$ cat src/logic/uart_frame_pkg.sv
// ######################################
// Types for frames delivered by the UART receiver.
// Import it into modules that carry received bytes.
// ######################################
package uart_frame_pkg;

    // Only eight-bit frames are supported.
    localparam int DATA_W = 8;

    // One received frame with its error flags.
    typedef struct packed {
        logic [DATA_W-1:0] data;
        logic              parity_err;  // Parity bit disagreed with the mode.
        logic              frame_err;   // Stop bit was sampled low.
    } uart_rx_result_t;

endpackage

$ cat src/logic/uart_cfg_pkg.sv
// ######################################
// Register map and configuration types of the UART link.
// Shared by the register block, both datapaths and the top.
// ######################################
package uart_cfg_pkg;

    typedef enum logic [1:0] {
        ADDR_DIVISOR = 2'd0,
        ADDR_CTRL    = 2'd1,
        ADDR_STATUS  = 2'd2
    } cfg_addr_t;

    // Control and status bits of a register word.
    typedef struct packed {
        logic [12:0] reserved;  // Reads as zero.
        logic        overrun;
        logic        parity_odd;
        logic        parity_en;
    } cfg_ctrl_t;

    // A register word is a divisor or a control/status word, by address.
    typedef union packed {
        logic [15:0] divisor;
        cfg_ctrl_t   ctrl;
    } cfg_word_u;

    // Live configuration seen by the receiver and the transmitter.
    typedef struct packed {
        logic [15:0] divisor;     // Bit time in clk cycles.
        logic        parity_en;
        logic        parity_odd;
    } uart_cfg_t;

endpackage

$ cat src/logic/uart_cfg_regs.sv
// ######################################
// Configuration and status registers of the UART link.
// Writes land on the next edge, reads are combinational.
// ######################################
`timescale 1ns/1ps

module uart_cfg_regs import uart_cfg_pkg::*; #(
    parameter int unsigned RESET_DIVISOR = 1250
) (
    input  logic      clk,
    input  logic      nRst,
    input  logic      cfg_we,
    input  cfg_addr_t cfg_addr,
    input  cfg_word_u cfg_wdata,
    output cfg_word_u cfg_rdata,
    input  logic      overrun,
    output uart_cfg_t cfg
);

    logic [15:0] divisor_q;
    logic        parity_en_q;
    logic        parity_odd_q;
    logic        overrun_q;

    always_ff @(posedge clk, negedge nRst) begin
        if (!nRst) begin
            divisor_q    <= 16'(RESET_DIVISOR);
            parity_en_q  <= 1'b0;
            parity_odd_q <= 1'b0;
            overrun_q    <= 1'b0;
        end else begin
            if (cfg_we && cfg_addr == ADDR_DIVISOR) begin
                divisor_q <= cfg_wdata.divisor;
            end
            if (cfg_we && cfg_addr == ADDR_CTRL) begin
                parity_en_q  <= cfg_wdata.ctrl.parity_en;
                parity_odd_q <= cfg_wdata.ctrl.parity_odd;
            end
            // A new overrun wins over a clear in the same cycle.
            if (overrun) begin
                overrun_q <= 1'b1;
            end else if (cfg_we && cfg_addr == ADDR_STATUS && cfg_wdata.ctrl.overrun) begin
                overrun_q <= 1'b0;
            end
        end
    end

    always_comb begin
        cfg_rdata = '0;
        case (cfg_addr)
            ADDR_DIVISOR: cfg_rdata.divisor = divisor_q;
            ADDR_CTRL: begin
                cfg_rdata.ctrl.parity_en  = parity_en_q;
                cfg_rdata.ctrl.parity_odd = parity_odd_q;
            end
            ADDR_STATUS: cfg_rdata.ctrl.overrun = overrun_q;
            default: cfg_rdata = '0;
        endcase
    end

    assign cfg = '{divisor: divisor_q, parity_en: parity_en_q, parity_odd: parity_odd_q};

endmodule

$ cat src/logic/uart_rx.sv
// ######################################
// UART receiver, 8 data bits, optional parity, one stop bit.
// Frames are released only against credits from the consumer.
// ######################################
`timescale 1ns/1ps

module uart_rx import uart_cfg_pkg::*, uart_frame_pkg::*; (
    input  logic            clk,
    input  logic            nRst,
    input  logic            rx_serial,
    input  uart_cfg_t       cfg,
    input  logic            rx_credit,
    output logic            rx_valid,
    output uart_rx_result_t rx_result,
    output logic            overrun
);

    typedef enum logic [2:0] {
        IDLE   = 3'd0,
        START  = 3'd1,
        DATA   = 3'd2,
        PARITY = 3'd3,
        STOP   = 3'd4,
        CLEAN  = 3'd5
    } rx_state_t;

    rx_state_t         state, next_state;
    logic [15:0]       clk_count, next_clk_count;
    logic [2:0]        bit_index;
    logic [3:0]        ones_count;
    logic              parity_err_q;
    logic [3:0]        credit_q;
    logic [DATA_W-1:0] data_q;
    logic              half_done;
    logic              bit_done;
    logic              stop_sample;

    assign half_done = (clk_count == (cfg.divisor >> 1) - 16'd1);  // Middle of start bit.
    assign bit_done  = (clk_count == cfg.divisor - 16'd1);

    always_comb begin
        next_state     = state;
        next_clk_count = clk_count + 16'd1;
        case (state)
            IDLE: begin
                next_clk_count = '0;
                if (!rx_serial) next_state = START;
            end
            START: begin
                if (half_done) begin
                    next_clk_count = '0;
                    next_state     = rx_serial ? IDLE : DATA;  // Glitch, not a start bit.
                end
            end
            DATA: begin
                if (bit_done) begin
                    next_clk_count = '0;
                    if (bit_index == 3'd7) next_state = cfg.parity_en ? PARITY : STOP;
                end
            end
            PARITY: begin
                if (bit_done) begin
                    next_clk_count = '0;
                    next_state     = STOP;
                end
            end
            STOP: begin
                if (bit_done) begin
                    next_clk_count = '0;
                    next_state     = CLEAN;
                end
            end
            default: begin
                next_clk_count = '0;
                next_state     = IDLE;
            end
        endcase
    end

    always_ff @(posedge clk, negedge nRst) begin
        if (!nRst) begin
            state        <= IDLE;
            clk_count    <= '0;
            bit_index    <= '0;
            ones_count   <= '0;
            parity_err_q <= 1'b0;
        end else begin
            state     <= next_state;
            clk_count <= next_clk_count;
            if (state == START) begin
                bit_index    <= '0;
                ones_count   <= '0;
                parity_err_q <= 1'b0;
            end
            if (state == DATA && bit_done) begin
                bit_index  <= bit_index + 3'd1;
                ones_count <= ones_count + {3'd0, rx_serial};
            end
            // Expected bit makes the total count of ones even, or odd.
            if (state == PARITY && bit_done) begin
                parity_err_q <= rx_serial ^ ones_count[0] ^ cfg.parity_odd;
            end
        end
    end

    always_ff @(posedge clk) begin
        if (state == DATA && bit_done) data_q[bit_index] <= rx_serial;
    end

    assign stop_sample = (state == STOP) && bit_done;
    assign rx_valid    = stop_sample && (credit_q != 4'd0);
    assign overrun     = stop_sample && (credit_q == 4'd0);  // No credit, frame dropped.
    assign rx_result   = '{data: data_q, parity_err: parity_err_q, frame_err: ~rx_serial};

    always_ff @(posedge clk, negedge nRst) begin
        if (!nRst) begin
            credit_q <= '0;
        end else if (rx_credit && rx_valid) begin
            credit_q <= credit_q;  // Return and use cancel.
        end else if (rx_credit && credit_q != 4'd15) begin
            credit_q <= credit_q + 4'd1;
        end else if (rx_valid) begin
            credit_q <= credit_q - 4'd1;
        end
    end

endmodule

$ cat src/logic/uart_tx.sv
// ######################################
// UART transmitter with a one-byte holding register.
// Hands the host one credit per frame it can accept.
// ######################################
`timescale 1ns/1ps

module uart_tx import uart_cfg_pkg::*; (
    input  logic      clk,
    input  logic      nRst,
    input  uart_cfg_t cfg,
    input  logic      tx_valid,
    input  logic [7:0] tx_data,
    output logic      tx_credit,
    output logic      tx_serial
);

    typedef enum logic [2:0] {
        IDLE   = 3'd0,
        START  = 3'd1,
        DATA   = 3'd2,
        PARITY = 3'd3,
        STOP   = 3'd4
    } tx_state_t;

    tx_state_t   state;
    logic [15:0] clk_count;
    logic [2:0]  bit_index;
    logic        init_done;
    logic [7:0]  shift_q;
    logic        parity_q;
    logic        bit_done;
    logic        load;

    assign bit_done = (clk_count == cfg.divisor - 16'd1);
    assign load     = (state == IDLE) && tx_valid;

    always_ff @(posedge clk, negedge nRst) begin
        if (!nRst) begin
            state     <= IDLE;
            clk_count <= '0;
            bit_index <= '0;
            tx_serial <= 1'b1;
            tx_credit <= 1'b0;
            init_done <= 1'b0;
        end else begin
            tx_credit <= !init_done;  // First credit after reset.
            init_done <= 1'b1;
            clk_count <= bit_done ? 16'd0 : clk_count + 16'd1;
            case (state)
                IDLE: begin
                    clk_count <= '0;
                    if (tx_valid) begin
                        state     <= START;
                        tx_serial <= 1'b0;
                    end
                end
                START: begin
                    if (bit_done) begin
                        state     <= DATA;
                        bit_index <= '0;
                        tx_serial <= shift_q[0];
                    end
                end
                DATA: begin
                    if (bit_done) begin
                        bit_index <= bit_index + 3'd1;
                        if (bit_index != 3'd7) begin
                            tx_serial <= shift_q[1];  // Next LSB after the shift.
                        end else if (cfg.parity_en) begin
                            state     <= PARITY;
                            tx_serial <= parity_q;
                        end else begin
                            state     <= STOP;
                            tx_serial <= 1'b1;
                        end
                    end
                end
                PARITY: begin
                    if (bit_done) begin
                        state     <= STOP;
                        tx_serial <= 1'b1;
                    end
                end
                default: begin
                    if (bit_done) begin
                        state     <= IDLE;
                        tx_credit <= 1'b1;
                    end
                end
            endcase
        end
    end

    always_ff @(posedge clk) begin
        if (load) begin
            shift_q  <= tx_data;
            parity_q <= ^tx_data ^ cfg.parity_odd;
        end else if (state == DATA && bit_done) begin
            shift_q <= shift_q >> 1;
        end
    end

endmodule

$ cat src/logic/uart_link_top.sv
// ######################################
// UART link top: register block, receiver and transmitter.
// ######################################
`timescale 1ns/1ps

module uart_link_top import uart_cfg_pkg::*, uart_frame_pkg::*; #(
    parameter int unsigned RESET_DIVISOR = 1250
) (
    input  logic            clk,
    input  logic            nRst,
    input  logic            cfg_we,
    input  cfg_addr_t       cfg_addr,
    input  cfg_word_u       cfg_wdata,
    output cfg_word_u       cfg_rdata,
    input  logic            rx_serial,
    input  logic            rx_credit,
    output logic            rx_valid,
    output uart_rx_result_t rx_result,
    input  logic            tx_valid,
    input  logic [7:0]      tx_data,
    output logic            tx_credit,
    output logic            tx_serial
);

    uart_cfg_t cfg;
    logic      overrun;  // One-cycle pulse from the receiver.

    uart_cfg_regs #(
        .RESET_DIVISOR(RESET_DIVISOR)
    ) u_cfg_regs (
        .clk       (clk),
        .nRst      (nRst),
        .cfg_we    (cfg_we),
        .cfg_addr  (cfg_addr),
        .cfg_wdata (cfg_wdata),
        .cfg_rdata (cfg_rdata),
        .overrun   (overrun),
        .cfg       (cfg)
    );

    uart_rx u_rx (
        .clk       (clk),
        .nRst      (nRst),
        .rx_serial (rx_serial),
        .cfg       (cfg),
        .rx_credit (rx_credit),
        .rx_valid  (rx_valid),
        .rx_result (rx_result),
        .overrun   (overrun)
    );

    uart_tx u_tx (
        .clk       (clk),
        .nRst      (nRst),
        .cfg       (cfg),
        .tx_valid  (tx_valid),
        .tx_data   (tx_data),
        .tx_credit (tx_credit),
        .tx_serial (tx_serial)
    );

endmodule

$ cat config.mk
export PLATFORM = sky130hd
export DESIGN_NAME = uart_link_top
export DESIGN_NICKNAME = d
export VERILOG_FILES = /design/src/logic/uart_frame_pkg.sv /design/src/logic/uart_cfg_pkg.sv /design/src/logic/uart_cfg_regs.sv /design/src/logic/uart_rx.sv /design/src/logic/uart_tx.sv /design/src/logic/uart_link_top.sv
export SDC_FILE = /design/constraint.sdc
export NUM_CORES = 1
export LEC_CHECK = 0
export BUFFER_PORTS_ARGS = -buffer_cell sky130_fd_sc_hd__buf_2
export CORE_MARGIN = 4
export CORE_UTILIZATION = 35
export DETAILED_ROUTE_END_ITERATION = 8
export PLACE_DENSITY = 0.53
export SKIP_CTS_REPAIR_TIMING = 1
export SLEW_MARGIN = 20
export SYNTH_ARGS = -nofsm -noshare
export SYNTH_HDL_FRONTEND = slang
export SYNTH_HIERARCHICAL = 1
export SYNTH_SLANG_ARGS = --single-unit
$ cat constraint.sdc
create_clock -name clk -period 3.8 [get_ports clk]
set_input_delay 0.76 -clock clk [delete_from_list [all_inputs] [get_ports clk]]
set_output_delay 0.76 -clock clk [all_outputs]
set_load 0.01 [all_outputs]
Word level (Yosys, flattened, before mapping)
Index checks and enable logic that the tools add are counted.
- $add $sub $neg: 9
- $lt $le $gt $ge: 2
- equal/unequal tests: 26
- muxes and demuxes: 50
- bitwise gates (word level): 5
- reductions and logical operators: 36
- operator list (operator ; number):
    $mux 16 ; 4
    $eq 16x16->1 ; 3
    $mux 3 ; 16
    $add 16x1->16 const B ; 2
    $pmux 16 s2 ; 1
    $mux 4 ; 4
    $mux 8 ; 2
    $ne 2x1->1 const B ; 8
    $sub 15x1->16 const B ; 1
    $sub 16x1->16 const B ; 1
    $pmux 3 s5 ; 1
    $logic_and 1x1->1 ; 14
    $reduce_bool 2->1 ; 7
    $mux 1 ; 13
    $mux 13 ; 1
    $eq 3x2->1 const B ; 4
    $pmux 3 s4 ; 1
    $reduce_and 6->1 ; 2
    $bwmux 8 ; 1
    $reduce_bool 4->1 ; 2
    $reduce_xor 8->1 ; 1
    $add 3x1->3 const B ; 2
    $eq 3x1->1 const B ; 2
    $eq 3x3->1 const B ; 2
    27 further kinds ; 33
- bits in registers: 92
- bits of input ports: 32
- word-level logic and storage cells: 147

Depth between registers and ports, before layout
Gate-level depths: netlist of the first run.
- word-level depth: 7
- gate-level depth with buffers: 11
- depth with buffers taken out: 10

Modules after synthesis
The synthesis of the first run kept the hierarchy.
- by module, submodules not included (module ; instances ; cells each ; area an instance (um^2)):
    uart_rx ; 1 ; 330 ; 2957.8
    uart_tx ; 1 ; 263 ; 2422.3
    uart_cfg_regs ; 1 ; 67 ; 905.9

Least setup slack after synthesis of the first run
OpenSTA, ideal clock, no wires.
- path kind: register to register
- from: register u_cfg_regs.divisor_q[0]
- to: register u_tx.shift_q[0], enable pin
- setup time: 0.383 ns
- arrival time: 3.081 ns
- setup slack: 0.336 ns
- stages on the path, launching flop included: 11
- clock period less this slack: 3.464 ns
- path through: dfrtp_1 > clkbuf_1 > inv_1 > ha_1 > nor3b_1 > nand3_1 > or3b_2 > a31oi_1 > o2111ai_2 > o31a_1 > nor3_1
- word-level cells in the longest chain between the ends: 4
- ends and longest elaborated chain (item ; line ; text):
    start, declared ; uart_cfg_regs.sv:20 ; logic [15:0] divisor_q;
    start signal, assigned ; uart_cfg_regs.sv:27 ; divisor_q <= 16'(RESET_DIVISOR);
    start signal, assigned ; uart_cfg_regs.sv:33 ; divisor_q <= cfg_wdata.divisor;
    $sub 16x1->16 ; uart_tx.sv:34 ; assign bit_done = (clk_count == cfg.divisor - 16'd1);
    $eq 16x16->1 ; uart_tx.sv:34 ;
    $logic_and 1x1->1 ; uart_tx.sv:98 ; end else if (state == DATA && bit_done) begin
    $reduce_bool 2->1 (no source line) ; - ;
    end signal, assigned ; uart_tx.sv:96 ; shift_q <= tx_data;
    end signal, assigned ; uart_tx.sv:99 ; shift_q <= shift_q >> 1;
    end, declared ; uart_tx.sv:29 ; logic [7:0] shift_q;
No other way between the ends.
A chain may end at the register's enable or synchronous reset.

Final worst setup path of the first run
- from: register u_cfg_regs.divisor_q[4]
- to: output port rx_valid
- word-level cells in the longest chain between the ends: 4
- ends and longest elaborated chain (item ; line ; text):
    $sub 16x1->16 ; uart_rx.sv:39 ; assign bit_done = (clk_count == cfg.divisor - 16'd1);
    $eq 16x16->1 ; uart_rx.sv:39 ;
    $logic_and 1x1->1 ; uart_rx.sv:110 ; assign stop_sample = (state == STOP) && bit_done;
    $logic_and 1x1->1 ; uart_rx.sv:111 ; assign rx_valid = stop_sample && (credit_q != 4'd0);
    end, declared ; uart_link_top.sv:17 ; output logic rx_valid,
No other way between the ends.

==> results of run 1 <==
-- metrics by stage --
step / setup WS (ps) / util, % / cells
global route: 14.0 / 40.9 / 948
finish: 177 / 40.9 / 948
CTS: -19.8 / 40.7 / 945
global placement: 375 / 39.0 / 929
detailed placement: 285 / 39.0 / 929
floorplan: 336 / - / 660
-- worst max-delay path: cells and delay by family (launching register included) --
| kind | cells | cell delay (ps) |
|---|---|---|
| compound gates | 1 | 160 |
| mux | 1 | 370 |
| simple gates | 4 | 1310 |
| buf+inv | 1 | 160 |
| flops | 1 | 520 |
-- worst paths after layout --
check	end	slack, ps	cells after the start
max in group asynchronous	u_cfg_regs/divisor_q[0]$_DFFE_PN0P_	2610	1
worst max register to register	u_tx/shift_q[2]$_DFFE_PP_	350	11
worst min-delay path	u_tx/tx_credit$_DFF_PN0_	430	1
worst max-delay path	rx_valid	180	7
min in group asynchronous	u_rx/credit_q[2]$_DFFE_PN0P_	540	1
worst min register to register	u_tx/tx_credit$_DFF_PN0_	430	1
-- report_power, final --
part	total, mW	internal [mW]	leakage (nW)	switching (mW)
combinational	1.21	0.568	1.76	0.637
sequential	1.38	1.12	1.05	0.265
clock	0.901	0.514	0.145	0.387
total	3.49	2.20	2.95	1.29
-- layout by cell type, fill, tap and decap left out, types with 13 or more instances in the layout --
cell type	instances
nand3_1	27
nand2_1	34
xnor2_1	48
dfrtp_1	65
and3_1	13
nor3_1	15
edfxtp_1	17
o21ai_0	16
mux2_2	32
buf_4	24
and2_1	15
buf_2	59
inv_1	22
xor2_1	42
nor2_1	75
-- per-layer routing --
metal	GRT usage, %	share of wire [%]	vias up
met1	21.6	45	2454
met5	0	0	-
met4	5.66	2.6	0
li1	-	-	2488
met2	27.1	48	122
met3	3.13	4.0	26
-- layout make-up --
cell class	instances	area, sq um
tap	225	282
fill	1720	10300
clock inverter	6	65.1
sequential	89	2320
multi-input combinational	513	3690
timing repair buffer	83	475
clock buffer	10	229
inverter	22	82.6
-- kinds of logic (layout without fill, tap and decap cells) --
logic type | after synthesis | count (layout) | synth area share, %
buf+inv | 58 | 121 | 4.66
simple gates | 274 | 274 | 24.9
flops | 89 | 89 | 36.9
other cells | 1 | 1 | 0.0597
mux | 41 | 41 | 7.23
compound gates | 94 | 94 | 10.8
fa+ha+maj | 12 | 12 | 2.51
xor+xnor | 91 | 91 | 12.9
-- flip-flops by register name, indices dropped and copies added (netlist names) --
register	cells
u_cfg_regs/divisor_q	16
u_rx/clk_count	16
u_tx/clk_count	16
u_rx/data_q	8
u_tx/shift_q	8
u_rx/credit_q	4
u_rx/bit_index	3
u_rx/state	3
u_tx/bit_index	3
u_tx/state	3
u_cfg_regs/overrun_q	1
u_cfg_regs/parity_en_q	1
u_cfg_regs/parity_odd_q	1
u_rx/ones_count	1
u_rx/parity_err_q	1
u_tx/init_done	1
u_tx/parity_q	1
u_tx/tx_credit	1
u_tx/tx_serial	1
==> results.ini, run 1 <==
[global_route]
grt_overflow=0
antenna_found_initial=0
grt_pass1_vias=5090
grt_max_degree=73
grt_pass1_wl_mm=26.5
gr-usage-all-layers_pct=16.4

[floorplan]
rows=48
die_area_sq_mm=0.0202
dieHeight_microns=142
pin_count=61
start_util_pct=36.0
die_width_microns=142
fp.coreArea_sq_mm=0.0175

[job]
drv_cap=0

[timing]
fmax_mhz=276
relSlewSlack_pct=36.4
tightest_slew_ps=953
skew_ps=9.46
maxSlewViolCount=0
fin_setup_tns_ps=0
layout_min_cycle_time_ps=3620
fin_hold_ws_ps=430
setup_viol=0
fin_crit_sh_pct=95.3
hold_violations=0
rsz0062_at_grt=false

[place]
post-dp-hpwl_mm=12.0
gp_congestion=0.876
placed_area_sq_mm=0.00681
io_buffers=60

[final_layout]
nNetsFinal=762
drive_gt1_share_pct=22.5
antennaDiodeCount=0
final_area_sq_mm=0.00714
syn2layout_area_growth_pct=13.6

[cts]
cts.htree.levels=3
cts_tree=built
numCtsBuffers=9
clock-sinks=89
clock_latency_ps=350
cts_root_buffer=clkbuf_16
path_clk_slew_ps=70
cts_max_path_buffers=2

[logic_synthesis]
yosysWarnings=6
ys_seq_area_share_pct=36.9
synth-async-reset-ratio_pct=80.9
ys_types=84
synth.net_count=704
avgSynthCellArea_sq_um=9.52
syn_area_sq_mm=0.00629
ys_ff_latch=89
synth_edf_count=17
synth_top_area_cell=dfrtp_1
yosysMostFrequentCell=nor2_1
synth_common_cells=nor2_1, dfrtp_1, xnor2_1, xor2_1, nand2_1
syn_inst=660
synth_flop_cell=dfrtp_1
yosys-top-cells-area=dfrtp_1, edfxtp_1, xnor2_1
netlist.area_leader.share_pct=26.3

[detailed_routing]
avgViaCountPerCell=5.37
wl_mm=16.2
drtIter0Drc=322
routedWlPerCell_microns=17.1
drc=0
ant_nets=0
vias=5090
firstDrtPassIters=5

[hold_path]
worstHoldPathType=register to register
min_from=u_tx/init_done$_DFF_PN0_

[setup_path]
crit_path_start=u_cfg_regs/divisor_q[4]$_DFFE_PN0P_
regToRegStartpoint=u_cfg_regs/divisor_q[0]$_DFFE_PN0P_
path_cells=or4_4 > nor3_1 > mux2_2 > o21ai_1 > nand4b_2 > nor2_2 > buf_2
cpPeakStageDelay_ps=610
required_ps=3040
cp-start-kind=register
end_kind=primary output
crit_fanout=11
crit_arrival_ps=2860
path_class=register to primary output
slowest_stage=or4_4

[power]
p_leak_nw=2.95
ir_drop_uv=310
powerDensity_mw_per_mm2=489
power_mw=3.49

[run_status]
status=completed

Note: power is estimated with default switching activity, not from simulation.
==> run 2: changes to the inputs <==
Settings changed: PLACE_DENSITY 0.53 to 0.64.
==> results.ini, run 2 (same netlist as run 1, synthesis figures left out) <==
[setup_path]
cpPeakStageDelay_ps=620
crit_end=rx_valid
crit_fanout=10
crit_cells=7
r2r_cells=8
end_kind=primary output
slowest_stage=or4_1
cp-start-kind=register
worst_r2r_endpoint=u_tx/shift_q[5]$_DFFE_PP_
path_cells=or4_1 > nor3_2 > mux2_2 > o21ai_1 > nand4b_2 > nor2_4 > buf_2
crit_arrival_ps=2850
crit_family=simple AND/OR/NAND/NOR gates
regToRegStartpoint=u_cfg_regs/divisor_q[3]$_DFFE_PN0P_
required_ps=3040
r2r_slack_ps=360
crit_path_start=u_cfg_regs/divisor_q[8]$_DFFE_PN0P_
path_class=register to primary output
critPathBufInv=1

[run_status]
status=completed

[timing]
tightest_slew_ps=899
maxSlewViolCount=0
setup_viol=0
relSlewSlack_pct=38.3
fin_setup_tns_ps=0
layout_min_cycle_time_ps=3610
skew_ps=8.89
rsz0062_at_grt=false
fmax_mhz=277
hold_violations=0
fin_crit_sh_pct=95.0

[detailed_routing]
wl_mm=15.1
vias=4991
drc=0
drtIter0Drc=327
firstDrtPassIters=5
routedWlPerCell_microns=16.0
ant_nets=0
avgViaCountPerCell=5.28

[power]
p_switching_mw=1.24
sw_frac_of_total_pct=36.1
ir_drop_uv=274
power_frac_clock_pct=25.3
power.internal_mw=2.19
powerDensity_mw_per_mm2=482
combPwrFrac_pct=34.0
p_seq_share_pct=40.6
p_leak_nw=2.92
power_mw=3.43

[final_layout]
syn2layout_area_growth_pct=13.1
fill_cells=1742
final_util_pct=40.7
area.sequential_sq_mm=0.00232
multi_input_area_sq_mm=0.00369
layout.cells.non_filler=945
antennaDiodeCount=0
layout_commonest_cell=nor2_1
drive_gt1_share_pct=21.8
final_cell_mix=nor2_1, dfrtp_1, buf_2
top_regs=u_cfg_regs/divisor_q (16), u_rx/clk_count (16), u_tx/clk_count (16)
nNetsFinal=759

[place]
gp_congestion=0.872
post-dp-hpwl_mm=11.1
io_buffers=60
placed_cells=928

[floorplan]
rows=48
die_area_sq_mm=0.0202
die_width_microns=142
fp.coreArea_sq_mm=0.0175
pin_count=61
dieHeight_microns=142
start_util_pct=36.0

[job]
drv_cap=0

[cts]
numCtsBuffers=9
path_clk_slew_ps=60
clock_latency_ps=350
cts_tree=built
clock-sinks=89
cts_root_buffer=clkbuf_16
cts.htree.levels=3
cts_max_path_buffers=2

[global_route]
grt_pass1_vias=4820
grt_overflow=0
grt_max_degree=73
grt_pass1_wl_mm=24.9
antenna_found_initial=0
gr-usage-all-layers_pct=15.5

[hold_path]
min_from=u_tx/init_done$_DFF_PN0_
worstHoldPathType=register to register

[run 2: cell types whose count changed in the layout (fill, tap and decap cells not counted), sizes merged]
| cell | previous run | this run |
|---|---|---|
| buf | 83 | 80 |
| clkbuf | 10 | 13 |
| clkinv | 2 | 1 |
| clkinvlp | 0 | 1 |
| inv | 25 | 22 |
[run 2: power by group through the flow]
stage / logic (mW) / clock network (mW) / registers, mW
global placement: 1.13 / 0 / 1.40
CTS: 1.15 / 0.902 / 1.39
global route: 1.30 / 0.934 / 1.42
finish: 1.17 / 0.868 / 1.39
detailed placement: 1.15 / 0 / 1.40
floorplan: 0.953 / 0 / 1.29
[run 2: worst min-delay path by stage]
stage | slack [ps] | to | cells past startpoint
2_1_floorplan | 400 | u_tx/tx_credit$_DFF_PN0_ | 1
3_3_place_gp | 430 | u_tx/tx_credit$_DFF_PN0_ | 1
3_5_place_dp | 410 | u_tx/tx_credit$_DFF_PN0_ | 1
4_1_cts | 440 | u_tx/tx_credit$_DFF_PN0_ | 1
5_1_grt | 470 | u_tx/tx_credit$_DFF_PN0_ | 1
6_report | 430 | u_tx/tx_credit$_DFF_PN0_ | 1
[run 2: cell type report]
type	instances	area share, %
Clock buffer	13	3.38
Sequential cell	89	32.6
Multi-Input combinational cell	513	51.9
Tap cell	225	3.96
Inverter	22	1.16
Clock inverter	3	0.598
Timing Repair Buffer	80	6.37
[run 2: per-stage QoR]
| step | area, sq um | setup WS [ps] | hold slack (ps) |
|---|---|---|---|
| after global placement | 6800 | 429 | 429 |
| after CTS | 7090 | 48.4 | 437 |
| after detailed placement | 6800 | 379 | 414 |
| after floorplan | 6290 | 336 | 402 |
| after global routing | 7110 | 30.5 | 468 |
| final | 7110 | 188 | 431 |
[run 2: per-layer routing]
layer,track usage (%),share of wire [%]
met1,20.3,44
met4,4.80,1.5
met3,2.96,4.2
met5,0,0
met2,25.8,50
